<file path="config.mk">
export PLATFORM = sky130hd
export DESIGN_NAME = burst_fetch
export DESIGN_NICKNAME = d
export VERILOG_FILES = /design/src/design/vread_bus_pkg.sv /design/src/design/burst_fetch.sv
export SDC_FILE = /design/constraint.sdc
export NUM_CORES = 1
export LEC_CHECK = 0
export BUFFER_PORTS_ARGS = -buffer_cell sky130_fd_sc_hd__clkbuf_2
export CAP_MARGIN = 20
export CORE_MARGIN = 8
export CORE_UTILIZATION = 51
export CTS_CLUSTER_DIAMETER = 80
export DETAILED_ROUTE_END_ITERATION = 10
export PLACE_DENSITY = 0.79
export SLEW_MARGIN = 20
export SYNTH_ARGS = -nofsm -noshare
export SYNTH_HDL_FRONTEND = slang
export SYNTH_SLANG_ARGS = --single-unit
</file>
<file path="constraint.sdc">
create_clock -name clk -period 3.4 [get_ports clk]
set_clock_uncertainty 0.1 [all_clocks]
set_input_delay 1.02 -clock clk [delete_from_list [all_inputs] [get_ports clk]]
set_output_delay 1.02 -clock clk [all_outputs]
set_load 0.02 [all_outputs]
</file>
<file path="src/design/vread_bus_pkg.sv">
`default_nettype none

package vread_bus_pkg;

   // external databus
   localparam int AXI_ADDR_W = 32;
   localparam int AXI_DATA_W = 32;

   // burst length field carries beats minus one
   localparam int LEN_W = 8;

   // word address inside one bank of the local memory
   localparam int MEM_ADDR_W = 10;
   localparam int MEM_DEPTH  = 2 ** MEM_ADDR_W;

   // byte step of the external address per beat
   localparam int BYTES_PER_WORD = AXI_DATA_W / 8;

   typedef logic [AXI_ADDR_W-1:0] ext_addr_t;
   typedef logic [AXI_DATA_W-1:0] mem_word_t;
   typedef logic [LEN_W-1:0]      burst_len_t;
   typedef logic [MEM_ADDR_W-1:0] mem_addr_t;

endpackage

`default_nettype wire

</file>
<file path="src/design/burst_fetch.sv">
`timescale 1ns/1ps
`default_nettype none

module burst_fetch
   import vread_bus_pkg::*;
(
   input  logic       clk,
   input  logic       rst,

   input  logic       start_i,
   input  ext_addr_t  ext_addr_i,
   input  mem_addr_t  amount_i,
   input  burst_len_t max_burst_i,

   output logic       databus_valid_o,
   input  logic       databus_ready_i,
   output ext_addr_t  databus_addr_o,
   output burst_len_t databus_len_o,
   input  mem_word_t  databus_rdata_i,
   input  logic       databus_last_i,

   output logic       wr_en_o,
   output mem_addr_t  wr_addr_o,
   output mem_word_t  wr_data_o,

   output logic       done_o
);

   logic       valid_q;
   logic       gap_q;
   logic       done_q;
   mem_addr_t  remain_q;
   mem_addr_t  word_q;
   ext_addr_t  addr_q;
   burst_len_t len_q;
   burst_len_t max_q;
   logic       beat;
   logic       last_beat;
   mem_addr_t  remain_next;

   // length field for the next burst: min(words left, max beats) - 1
   function automatic burst_len_t burst_len(input mem_addr_t words, input burst_len_t max_beats);
      mem_addr_t beats;
      beats = (words < mem_addr_t'(max_beats)) ? words : mem_addr_t'(max_beats);
      return burst_len_t'(beats - 1'b1);
   endfunction

   assign beat        = valid_q & databus_ready_i;
   assign last_beat   = beat & databus_last_i;
   assign remain_next = remain_q - 1'b1;

   // burst sequencing
   always_ff @(posedge clk or posedge rst) begin
      if (rst) begin
         valid_q  <= 1'b0;
         gap_q    <= 1'b0;
         done_q   <= 1'b0;
         remain_q <= '0;
         word_q   <= '0;
      end else begin
         done_q <= 1'b0;
         if (start_i) begin
            remain_q <= amount_i;
            word_q   <= '0;
            gap_q    <= 1'b0;
            valid_q  <= (amount_i != '0);
            // nothing to fetch, report at once
            done_q   <= (amount_i == '0);
         end else begin
            if (beat) begin
               remain_q <= remain_next;
               word_q   <= word_q + 1'b1;
            end
            if (last_beat) begin
               // one idle cycle between bursts
               valid_q <= 1'b0;
               gap_q   <= (remain_next != '0);
               done_q  <= (remain_next == '0);
            end else if (gap_q) begin
               valid_q <= 1'b1;
               gap_q   <= 1'b0;
            end
         end
      end
   end

   // address and length held steady for the whole burst
   always_ff @(posedge clk) begin
      if (start_i) begin
         addr_q <= ext_addr_i;
         max_q  <= max_burst_i;
         len_q  <= burst_len(amount_i, max_burst_i);
      end else if (last_beat) begin
         addr_q <= ext_addr_t'(addr_q + (ext_addr_t'(len_q) + 1'b1) * BYTES_PER_WORD);
      end else if (gap_q) begin
         len_q <= burst_len(remain_q, max_q);
      end
   end

   assign databus_valid_o = valid_q;
   assign databus_addr_o  = addr_q;
   assign databus_len_o   = len_q;

   // every accepted beat lands in the next word of the fill bank
   assign wr_en_o   = beat;
   assign wr_addr_o = word_q;
   assign wr_data_o = databus_rdata_i;

   assign done_o = done_q;

endmodule

`default_nettype wire

</file>
* After elaboration in Yosys (flattened, before gate mapping)
Cells that the tools add are included.
** Cells by class
- Add/subtract/negate cells :: 6
- $lt $le $gt $ge :: 2
- Bitwise operators :: 2
- Equality and inequality tests :: 1
- Reduce and logical (&&, ||, !) cells :: 9
- Multiplexer cells :: 18
** Operators by type and width (count)
- $mux 32 :: 2
- $mux 10 :: 4
- $mux 8 :: 5
- $add 32x11->32 :: 1
- $logic_not 10->1 :: 2
- $lt 10x8->1 :: 2
- $reduce_bool 10->1 :: 2
- $sub 8x1->8 const B :: 2
- $add 10x1->10 const B :: 1
- $sub 10x1->10 const B :: 1
- $add 8x1->9 const B :: 1
- $mux 1 :: 7
- $reduce_bool 2->1 :: 3
- $reduce_bool 3->1 :: 1
- $and 1x1->1 :: 2
- $ne 2x2->1 const B :: 1
- $reduce_and 2->1 :: 1
** Word-level totals
- Logic and storage cells :: 46
- Bits in registers :: 71
- Input port bits :: 87
- Output and inout bits :: 85

* Logic depth before layout (Yosys ltp)
- Depth in word-level cells :: 6
- Depth in mapped cells :: 12
- Mapped depth without buffers :: 12

* Worst setup path before layout
Ideal clock, no wire load.
- Path type :: input-to-reg
- Start :: input port max_burst_i[7]
- End :: register len_q[6], in the netlist databus_len_o[6], data pin
- Arrival :: 3155 ps
- Cell stages on the path :: 10
- Setup slack :: -128 ps
- Data required time :: 3027 ps
- Library setup time :: 273 ps
- Cell sequence :: inv_1 -> ha_1 -> a2111oi_2 -> nand2_4 -> mux2_4 -> a21oi_1 -> ha_1 -> inv_1 -> nor4b_1 -> xor2_1
** Between the ends
- Longest elaborated chain between the ends :: 4
** Ends and longest elaborated chain
- start, declared :: line burst_fetch.sv:13 : input burst_len_t max_burst_i,
- $lt 10x8->1 :: line burst_fetch.sv:44 : beats = (words < mem_addr_t'(max_beats)) ? words : mem_addr_t'(max_beats);
- $mux 8 :: line burst_fetch.sv:44
- $sub 8x1->8 :: line burst_fetch.sv:45 : return burst_len_t'(beats - 1'b1);
- $mux 8 :: line burst_fetch.sv:89 : if (start_i) begin
- end signal, assigned :: line burst_fetch.sv:92 : len_q <= burst_len(amount_i, max_burst_i);
- end signal, assigned :: line burst_fetch.sv:96 : len_q <= burst_len(remain_q, max_q);
- end, declared :: line burst_fetch.sv:35 : burst_len_t len_q;
No other way between the ends.
A chain may end at the register's enable or synchronous reset.

* Final worst setup path
- Start :: input port max_burst_i[5]
- End :: register len_q[7], in the netlist databus_len_o[7], data pin
** Between the ends
- Longest elaborated chain between the ends :: 4
** Ends and longest elaborated chain (line)
- $lt 10x8->1 :: burst_fetch.sv:44
- $mux 8 * :: burst_fetch.sv:44
- $sub 8x1->8 * :: burst_fetch.sv:45
- $mux 8 * :: burst_fetch.sv:89
Mark *: on every way between the ends. The rest lies on a longest branch, timed or not.

==> results.toml <==
[worst_setup_path]
r2r_cells = 11
cp_max_fo = 5
crit_path_frequent_cell = "o21ai_1"
rr_startpoint = "databus_len_o[0]$_DFFE_PP_"
cpPeakStageDelay_ns = 0.43
timing_worst_setup_path_type = "input pin to register"
start_kind = "input pin"
crit_chain = "clkbuf_2 > inv_1 > ha_2 > a2111oi_2 > o21ai_1 > and2_1 > o21ai_1 > a31oi_1 > a2111o_1 > nor4b_2 > xnor2_1"
critical_path_required_ns = 3.38
r2r_slack_ns = 0.14
r2r-end = "databus_addr_o[17]$_DFFE_PN_"
cpMaxStageDelayCell = "a2111o_1"
crit_arrival_ns = 3.30
end_kind = "register"

[detailed_routing]
totalWireLength_um = 11700
postRouteAntennaNets = 0
dr_total_vias = 3933
first_pass_iters = 4
drtIter0Drc = 204
routedWlPerCell_um = 16.1
vias_per_cell = 5.40
drc_errors = 0

[global_route]
grt_first_pass_wirelength_um = 18900
gr-usage-all-layers = 0.180
grt_max_degree = 45
grt_pass1_vias = 4060
grt_antenna_before_repair = 0
overflow = 0

[job]
drv_cap = 0

[worst_hold_path]
holdPathStages = 2
hold_class = "register to register"
holdPathEnd = "wr_addr_o[3]$_DFFE_PP0P_"
hp-start = "wr_addr_o[3]$_DFFE_PP0P_"

[clock_network]
clock-sinks = 71
cts_tree = "yes"
clk_pin_slew_ns = 0.08
clockRootBuffer = "clkbuf_8"
cts_hold_buffers = 0
htree_levels = 3
clk_latency_ns = 0.34
post_cts_buffers = 0
max-clock-path-buffers = 2
cts_inserted_buffers = 9

[yosys]
synth.cell_area_um2 = 4890
ys_top_cells_by_area = "edfxtp_1, dfrtp_1, ha_1"
yosysSeqAreaShare = 0.412
synth_cell_types = 57
ys_warn_count = 0
ys_seq_elements = 71
netlist.area_leader.share = 0.295
async_reset_ff_frac = 0.324
yosysMostFrequentCell = "nand2_1"
synth_top_area_cell = "edfxtp_1"
syn_nets = 615
synth-edff-count = 48
netlist_top_cells_count = "nand2_1, edfxtp_1, o21ai_0"
synthCells = 499
syn_avg_cell_area_um2 = 9.80
ys.flop_type = "edfxtp_1"

[timing]
tightest_slew_ns = 0.854
hold_viol = 0
maxSlewViolCount = 0
relSlewSlack = 0.430
setup_viol = 0
fmax_mhz = 301
finalCritPeriodShare = 0.976
worst_slack_ns = 0.0823
finalCriticalPeriod_ns = 3.32
finalSetupTns_ns = 0

[floorplanning]
die_h_um = 114
start_util = 0.527
io_pins = 172
coreArea_um2 = 9280
num_rows = 35
die_w_um = 114
dieArea_um2 = 13000

[finish]
drive_gt1_frac = 0.299
nets = 710
final_core_utilization = 0.622
final_cells = 728
n_antenna_cell = 0
area_delta_synth_final_pct = 18.1

[placement]
gp_congestion = 0.924
place_ws_ns = -0.281
place_inst = 712
portBuffers = 107
hpwlAfterDp_um = 9030

[power]
p_leak_nw = 2.49
p_per_area_nw_per_um2 = 508
ir_worst_vdd_mv = 0.220

[status]
status = "finished clean"
[repair_timing]
item	CTS	global route
gates cloned	0	0
endpoints found under the hold margin	0	0
setup endpoints to repair	3	20
pin swaps	0	0
gates resized for setup	1	8
[through the flow]
stage | total power, mW | hold WS, ns | cell area [um2]
CTS | 2.92 | 0.478 | 5730
global placement | 2.10 | 0.423 | 5500
finish | 2.94 | 0.464 | 5770
global route | 3.10 | 0.525 | 5770
floorplan | 1.90 | 0.475 | 4910
detailed placement | 2.14 | 0.458 | 5500
[metal layers]
layer	vias up	track usage	routed length, um
met5	-	0	0
met1	1858	0.206	4940
li1	1936	-	-
met3	20	0.0475	829
met4	0	0.0772	215
met2	119	0.308	5710
[critical path: cells and delay by family]
kind	cells	cell delay, ns
compound gates	5	1.21
simple gates	2	0.46
fa+ha+maj	1	0.31
xor+xnor	1	0.12
buf+inv	2	0.17
[layout by cell type, fill, tap and decap left out, drive strengths merged, types with 4 or more instances in the layout]
cell,instances
edfxtp,48
a21oi,13
o211ai,4
nand3,16
buf,27
nor2,29
mux2i,5
mux2,7
and2,6
inv,27
nand4,7
o21ai,50
nor3,13
a21o,4
ha,28
clkbuf,118
xor2,30
and3,6
dfrtp,23
a2111oi,6
a211oi,6
nand2,59
xnor2,28
[cell type report]
cell class	instances	area [um2]
inverter	25	93.8
fill	788	3510
clock inverter	4	56.3
tap	129	161
clock buffer	12	176
sequential	71	2020
multi-input combinational	354	2540
timing repair buffer	133	733
[cell families (layout without fill, tap and decap cells)]
logic type	Yosys count	count (layout)	synth area share
AO/OA/AOI/OAI	97	97	0.138
buffers and inverters	74	174	0.0816
flip-flops	71	71	0.412
adder cells (fa/ha/maj)	29	29	0.0757
XOR/XNOR	58	58	0.104
AND/OR/NAND/NOR	158	158	0.161
multiplexers	12	12	0.0271
[how the worst max path moves through the flow]
| stage | start | endpoint | depth (start not counted) |
|---|---|---|---|
| final | max_burst_i[5] | databus_len_o[7]$_DFFE_PP_ | 11 |
| after floorplan | max_burst_i[5] | databus_len_o[6]$_DFFE_PP_ | 12 |
| after CTS | databus_len_o[0]$_DFFE_PP_ | databus_addr_o[17]$_DFFE_PN_ | 11 |
| after global placement | max_burst_i[5] | databus_len_o[6]$_DFFE_PP_ | 13 |
| after global routing | max_burst_i[5] | databus_len_o[6]$_DFFE_PP_ | 13 |
| after detailed placement | max_burst_i[5] | databus_len_o[6]$_DFFE_PP_ | 13 |
[state kept, by name, summed over array words and instances (netlist names)]
register         flops
done_o               1
databus_len_o        8
gap_q                1
max_q                8
databus_valid_o      1
wr_addr_o           10
databus_addr_o      32
remain_q            10
[power by group]
| group | internal [mW] | switching [mW] |
|---|---|---|
| clock | 0.431 | 0.343 |
| sequential | 1.06 | 0.109 |
| combinational | 0.423 | 0.571 |
No activity file was read; power rests on OpenSTA's default activity.
