==> src/design/vread_bus_pkg.sv <==
`default_nettype none

package vread_bus_pkg;

   // external databus
   localparam int AXI_ADDR_W = 32;
   localparam int AXI_DATA_W = 32;

   // burst length field carries beats minus one
   localparam int LEN_W = 8;

   // word address inside one bank of the local memory
   localparam int MEM_ADDR_W = 10;
   localparam int MEM_DEPTH  = 2 ** MEM_ADDR_W;

   // byte step of the external address per beat
   localparam int BYTES_PER_WORD = AXI_DATA_W / 8;

   typedef logic [AXI_ADDR_W-1:0] ext_addr_t;
   typedef logic [AXI_DATA_W-1:0] mem_word_t;
   typedef logic [LEN_W-1:0]      burst_len_t;
   typedef logic [MEM_ADDR_W-1:0] mem_addr_t;

endpackage

`default_nettype wire

==> src/design/vread_cfg_pkg.sv <==
`default_nettype none

package vread_cfg_pkg;

   import vread_bus_pkg::*;

   // output word width
   localparam int DATA_W = 8;

   // byte lanes of one memory word, lane 0 is the low byte
   localparam int LANES  = AXI_DATA_W / DATA_W;
   localparam int LANE_W = $clog2(LANES);

   // element address = {word address, lane}
   localparam int ELEM_ADDR_W = MEM_ADDR_W + LANE_W;

   // loop configuration
   localparam int PERIOD_W = 10;
   localparam int DELAY_W  = 7;

   typedef logic [ELEM_ADDR_W-1:0] elem_addr_t;
   typedef logic [PERIOD_W-1:0]    period_t;
   typedef logic [DELAY_W-1:0]     delay_t;
   typedef logic [DATA_W-1:0]      data_t;

endpackage

`default_nettype wire

==> src/design/loop_stream_out.sv <==
`timescale 1ns/1ps
`default_nettype none

module loop_stream_out
   import vread_bus_pkg::*;
   import vread_cfg_pkg::*;
(
   input  logic       clk,
   input  logic       rst,

   input  logic       start_i,
   input  delay_t     delay_i,
   input  elem_addr_t start_addr_i,
   input  period_t    per_i,
   input  elem_addr_t incr_i,
   input  period_t    iter_i,
   input  elem_addr_t shift_i,

   output logic       rd_en_o,
   output mem_addr_t  rd_addr_o,
   input  mem_word_t  rd_data_i,

   output logic       out_valid_o,
   output data_t      out_data_o,
   output logic       done_o
);

   logic              wait_q;
   logic              active_q;
   logic              out_valid_q;
   logic              done_q;
   delay_t            delay_q;
   period_t           inner_q;
   period_t           outer_q;
   period_t           per_q;
   elem_addr_t        addr_q;
   elem_addr_t        base_q;
   elem_addr_t        incr_q;
   elem_addr_t        shift_q;
   logic [LANE_W-1:0] lane_q;
   logic              empty;
   logic              inner_end;
   logic              final_rd;

   assign empty     = (per_i == '0) || (iter_i == '0);
   assign inner_end = (inner_q == '0);
   assign final_rd  = active_q & inner_end & (outer_q == '0);

   // delay counter, then the two loop counters counting down
   always_ff @(posedge clk or posedge rst) begin
      if (rst) begin
         wait_q      <= 1'b0;
         active_q    <= 1'b0;
         out_valid_q <= 1'b0;
         done_q      <= 1'b0;
         delay_q     <= '0;
         inner_q     <= '0;
         outer_q     <= '0;
      end else begin
         out_valid_q <= active_q;
         if (start_i) begin
            wait_q   <= ~empty & (delay_i != '0);
            active_q <= ~empty & (delay_i == '0);
            delay_q  <= delay_i - 1'b1;
            inner_q  <= per_i - 1'b1;
            outer_q  <= iter_i - 1'b1;
            done_q   <= empty;
         end else begin
            // high while the last word is on the output
            done_q <= final_rd;
            if (wait_q) begin
               if (delay_q == '0) begin
                  wait_q   <= 1'b0;
                  active_q <= 1'b1;
               end else begin
                  delay_q <= delay_q - 1'b1;
               end
            end
            if (active_q) begin
               if (!inner_end) begin
                  inner_q <= inner_q - 1'b1;
               end else if (outer_q != '0) begin
                  inner_q <= per_q - 1'b1;
                  outer_q <= outer_q - 1'b1;
               end else begin
                  active_q <= 1'b0;
               end
            end
         end
      end
   end

   // element (i, j) = start + i*shift + j*incr
   always_ff @(posedge clk) begin
      if (start_i) begin
         per_q   <= per_i;
         incr_q  <= incr_i;
         shift_q <= shift_i;
         addr_q  <= start_addr_i;
         base_q  <= start_addr_i;
      end else if (active_q) begin
         if (!inner_end) begin
            addr_q <= addr_q + incr_q;
         end else begin
            base_q <= base_q + shift_q;
            addr_q <= base_q + shift_q;
         end
      end
      // lane follows the read by one cycle, like the data
      lane_q <= addr_q[LANE_W-1:0];
   end

   assign rd_en_o   = active_q;
   assign rd_addr_o = addr_q[ELEM_ADDR_W-1:LANE_W];

   assign out_valid_o = out_valid_q;
   assign out_data_o  = rd_data_i[lane_q*DATA_W +: DATA_W];
   assign done_o      = done_q;

endmodule

`default_nettype wire

==> config.mk <==
export PLATFORM = sky130hd
export DESIGN_NAME = loop_stream_out
export DESIGN_NICKNAME = d
export VERILOG_FILES = /design/src/design/vread_bus_pkg.sv /design/src/design/vread_cfg_pkg.sv /design/src/design/loop_stream_out.sv
export SDC_FILE = /design/constraint.sdc
export NUM_CORES = 1
export LEC_CHECK = 0
export BUFFER_PORTS_ARGS = -buffer_cell sky130_fd_sc_hd__buf_4
export CAP_MARGIN = 20
export CORE_MARGIN = 1
export CORE_UTILIZATION = 40
export CTS_BUF_LIST = sky130_fd_sc_hd__clkbuf_4
export CTS_CLUSTER_DIAMETER = 30
export DETAILED_ROUTE_END_ITERATION = 8
export PLACE_DENSITY = 0.63
export SYNTH_ARGS = -nofsm -noshare
export SYNTH_HDL_FRONTEND = slang
export SYNTH_SLANG_ARGS = --single-unit
==> constraint.sdc <==
create_clock -name clk -period 4.35 [get_ports clk]
set_input_delay 1.0875 -clock clk [delete_from_list [all_inputs] [get_ports clk]]
set_output_delay 1.0875 -clock clk [all_outputs]
set_load 0.1 [all_outputs]
**Word-level counts from Yosys, hierarchy flattened**

Index checks and enable logic that the tools add are counted.

- Word-level logic and storage cells: 74
- Register bits: 91
- Output and inout port bits: 21

- Muxes and demuxes: 27
- Equality and inequality tests: 2
- $add $sub $neg: 9
- Reduce and logical (&&, ||, !) cells: 17
- Bitwise logic cells: 5
- Shift operators: 1

Operator list:

| operator | number |
|---|---|
| $mux 10 | 8 |
| $mux 12 | 6 |
| $sub 10x1->10 const B | 5 |
| $logic_not 10->1 | 4 |
| $shiftx 32x6->8 | 1 |
| $add 12x12->12 | 2 |
| $mux 7 | 3 |
| $logic_not 7->1 | 2 |
| $sub 7x1->7 const B | 2 |
| $mux 1 | 10 |
| $reduce_bool 10->1 | 1 |
| $reduce_bool 2->1 | 4 |
| $reduce_bool 7->1 | 1 |
| $reduce_and 2->1 | 3 |
| $and 1x1->1 | 4 |
| $ne 3x2->1 const B | 1 |
| $reduce_and 3->1 | 1 |
| $ne 2x2->1 const B | 1 |
| $logic_or 1x1->1 | 1 |
| $not 1->1 | 1 |

**Longest topological paths before layout**

- Depth after elaboration: 7
- Mapped depth: 12
- Mapped depth without buffers: 9

**Worst setup path after synthesis**

Ideal clock, no wire load.

- Kind: input-to-reg
- From: in start_i
- To: reg outer_q[8]
- Setup time: 0.127 ns
- Arrival time: 3.241 ns
- Stages: 12
- Slack: 0.982 ns
- Path through: buf_2 buf_2 buf_2 buf_2 buf_2 mux2i_1 ha_1 o21ai_1 or2_1 nor3_2 xnor2_1 mux2i_1

- Word-level cells in the longest chain between the ends: 2
- Elaborated cells on any way between the ends: 5

RTL lines:

| what | RTL line | source |
|---|---|---|
| start, declared | loop_stream_out.sv:11 | `input logic start_i,` |
| $reduce_bool 2->1 (no line) | n/a |  |
| $reduce_and 3->1 (no line) | n/a |  |
| end signal, assigned | loop_stream_out.sv:66 | `outer_q <= iter_i - 1'b1;` |
| end signal, assigned | loop_stream_out.sv:84 | `outer_q <= outer_q - 1'b1;` |
| end, declared | loop_stream_out.sv:34 | `period_t outer_q;` |

Parallel ways exist; a longest one is shown, timed or not.
A chain may end at the register's enable or synchronous reset.

**Worst setup path after layout**

- From: reg lane_q[0]
- To: out out_data_o[4]

- Word-level cells in the longest chain between the ends: 1

RTL lines:

| what | RTL line | source |
|---|---|---|
| start, declared | loop_stream_out.sv:40 | `logic [LANE_W-1:0] lane_q;` |
| start signal, assigned | loop_stream_out.sv:110 | `lane_q <= addr_q[LANE_W-1:0];` |
| $shiftx 32x6->8 | loop_stream_out.sv:117 | `assign out_data_o = rd_data_i[lane_q*DATA_W +: DATA_W];` |
| end, declared | loop_stream_out.sv:24 | `output data_t out_data_o,` |

Every way passes these cells.

==> run summary <==
hold bufs inserted after CTS: 0
Final Cycle Share: 0.6950
post-cts repair resize count: 0
nets@finish: 765
Initial Util: 0.4168
Die Area: 14490 um2
HP Class: register to register
met1 WL: 5904 um
CP Class: register to output pin
minimum clock period: 3.023 ns
Worst R2R Setup Slack: 1.33 ns
global-route wire length before repair: 22230 um
fin. max-slew vios: 0
placed cell area: 6585 um2
slew of the pin with the lowest slew margin: 0.9005 ns
router iterations before antenna repair: 5
setup bufs post-CTS: 0
post-route core utilization: 0.4971
Core Area: 13450 um2
Seq/Total Area, Yosys: 0.4561
net count after synthesis: 660
metal2 WL: 6705 um
Via density: 5.544
GP Congestion: 0.8761
status: complete, no violations
CTS Buf Count: 9
DRT antenna net count: 0
Critical R2R Capture: outer_q[5]$_DFFE_PP0P_
Cell variety after synth: 62
Rows: 42
Total Wirelength: 13720 um
Pwr Density: 374.8 nW/um2
Yosys warnings: 0
max cap viols: 0
dpl hpwl: 10250 um
fmax: 330.8 MHz
Crit. Startpoint: lane_q[0]$_DFF_P_
CP Max Fanout: 8
port bufs: 118
die height: 120.4 um
CTS tree: yes
RSZ-0062 raised after global routing: false
R2R depth: 7
Layout Cells excl Fill: 821
Clock Latency Late Sink: 0.45 ns
Layout Area Growth over Synthesis: 19.28%
worst rel slew slack: 0.3974
largest net degree at the start of global routing: 70
ys async rst share: 0.3407
GRT overflow: 0
top_reg_cell synth: edfxtp_1
Setup TNS: 0 ns
Max H-tree Level: 3
DRC errors left: 0
Leak: 2.747 nW
WHS Path Cells: 0
Post-Synthesis Cells: 535
Max Root-Sink Buffers: 2
Worst setup SP type: register
Worst-path clk slew: 0.14 ns
hold path startpoint: addr_q[0]$_DFFE_PP_
DR top layer: met4
Required @ worst endpoint: 3.26 ns
DR iter-0 viols: 320
io pins: 119
gr usage total: 0.1967
number of global-route vias before repair: 4614
Mapped Area: 5607 um2
clk_skew: 0.01249 ns
root buffer cell: clkbuf_4
clk sinks: 91
DR vias: 4552
Syn Area/Cell: 10.48 um2
Worst Hold End: lane_q[0]$_DFF_P_
r2r startpoint: inner_q[9]$_DFFE_PP0P_
die width: 120.4 um
drt wl/cell: 16.71 um
number of antenna diodes: 0
Post-synth EDFFs: 58
final setup violation count: 0
met3 routed WL: 950 um
endpoints failing hold: 0
initial antenna violation count: 0
layout cells sized above 1: 0.2605
IR Drop Worst-Case VDD: 0.0002052 V
Setup crit end kind: output pin
Hold Slack: 0.4013 ns
post-route cell area: 6688 um2
arrival time worst endpoint: 1.94 ns
Placed Cells: 805
post-synthesis register bit count: 91
## power by group
group | internal [mW] | switching [mW] | leakage, nW | total, mW
combinational | 0.372 | 0.590 | 1.73 | 0.962
clock | 0.110 | 0.289 | 0.0603 | 0.399
sequential | 1.05 | 0.0941 | 0.953 | 1.15
total | 1.53 | 0.973 | 2.75 | 2.51
## cell usage in the layout, fill, tap and decap left out, drive strengths merged, types with 4 or more instances in the layout
master    n
mux4      8
edfxtp   58
a21o      7
mux2i    13
dfrtp    31
mux2      5
a41oi     8
ha       25
inv      13
buf     124
o21ai    46
a211oi   10
xor2     17
nand3     7
xnor2    21
nor4      8
o21a     11
nor2     46
and3      5
nand2    47
nand4     6
or3       6
clkbuf    9
nor3     24
a31oi     4
o221ai    5
a21oi    33
or2       4
clkinv    6
## registers in the layout, summed over array words and instances, names as in the netlist, 2 cells and up
register and flops:
inner_q 10, base_q 12, shift_q 12, incr_q 12, per_q 10, lane_q 2
outer_q 10, delay_q 7, addr_q 12
## cell type report
type / instances / area (um2)
clock inverters: 7 / 35.03
flip-flops and latches: 91 / 2557
inverters: 13 / 48.80
repair buffers: 124 / 930.9
multi-input cells: 401 / 2828
well taps: 176 / 220.2
fillers: 1320 / 6765
clock buffers: 9 / 67.56
## stage by stage
step	total power, mW	setup WS (ns)
after global placement	2.108	1.103
after global routing	2.658	1.076
final	2.506	1.327
after CTS	2.531	1.252
after floorplan	1.879	0.9822
after detailed placement	2.123	1.032
## critical path, cell delays in order, from the launching register on
cell and delay [ns]:
dfxtp_1 0.66, mux4_2 0.57, buf_4 0.25
## worst max path at each step
stage,to,cells after the start
2_1_floorplan,outer_q[8]$_DFFE_PP0P_,12
3_3_place_gp,delay_q[6]$_DFFE_PP0P_,8
3_5_place_dp,outer_q[8]$_DFFE_PP0P_,8
4_1_cts,out_data_o[4],2
5_1_grt,outer_q[5]$_DFFE_PP0P_,7
6_report,out_data_o[4],2
## kinds of logic after synthesis
logic type      count (synthesis)  share of synthesized area
buf+inv                        43                    0.03950
compound gates                149                     0.1767
fa+ha+maj                      27                    0.06293
flops                          91                     0.4561
simple gates                  161                     0.1399
xor+xnor                       38                    0.05936
mux                            26                    0.06539
## cells in the mapped netlist (8+ instances only)
cell type / number / area share
a211oi_1: 10 / 0.013
a21oi_1: 33 / 0.029
buf_2: 9 / 0.0080
buf_4: 13 / 0.017
dfrtp_1: 31 / 0.14
edfxtp_1: 58 / 0.31
ha_1: 25 / 0.056
inv_1: 12 / 0.0080
mux2i_1: 13 / 0.023
mux4_2: 8 / 0.032
nand2_1: 47 / 0.031
nor2_1: 46 / 0.031
nor3_1: 23 / 0.021
o21a_1: 11 / 0.015
o21ai_0: 35 / 0.031
xnor2_1: 21 / 0.033
xor2_1: 17 / 0.027
## routing by layer
layer / up-vias / track usage
li1: 2215 / -
met1: 2162 / 0.2413
met2: 164 / 0.3470
met3: 11 / 0.04717
met4: 0 / 0.04707
met5: - / 0
(Power assumes the default switching activity.)
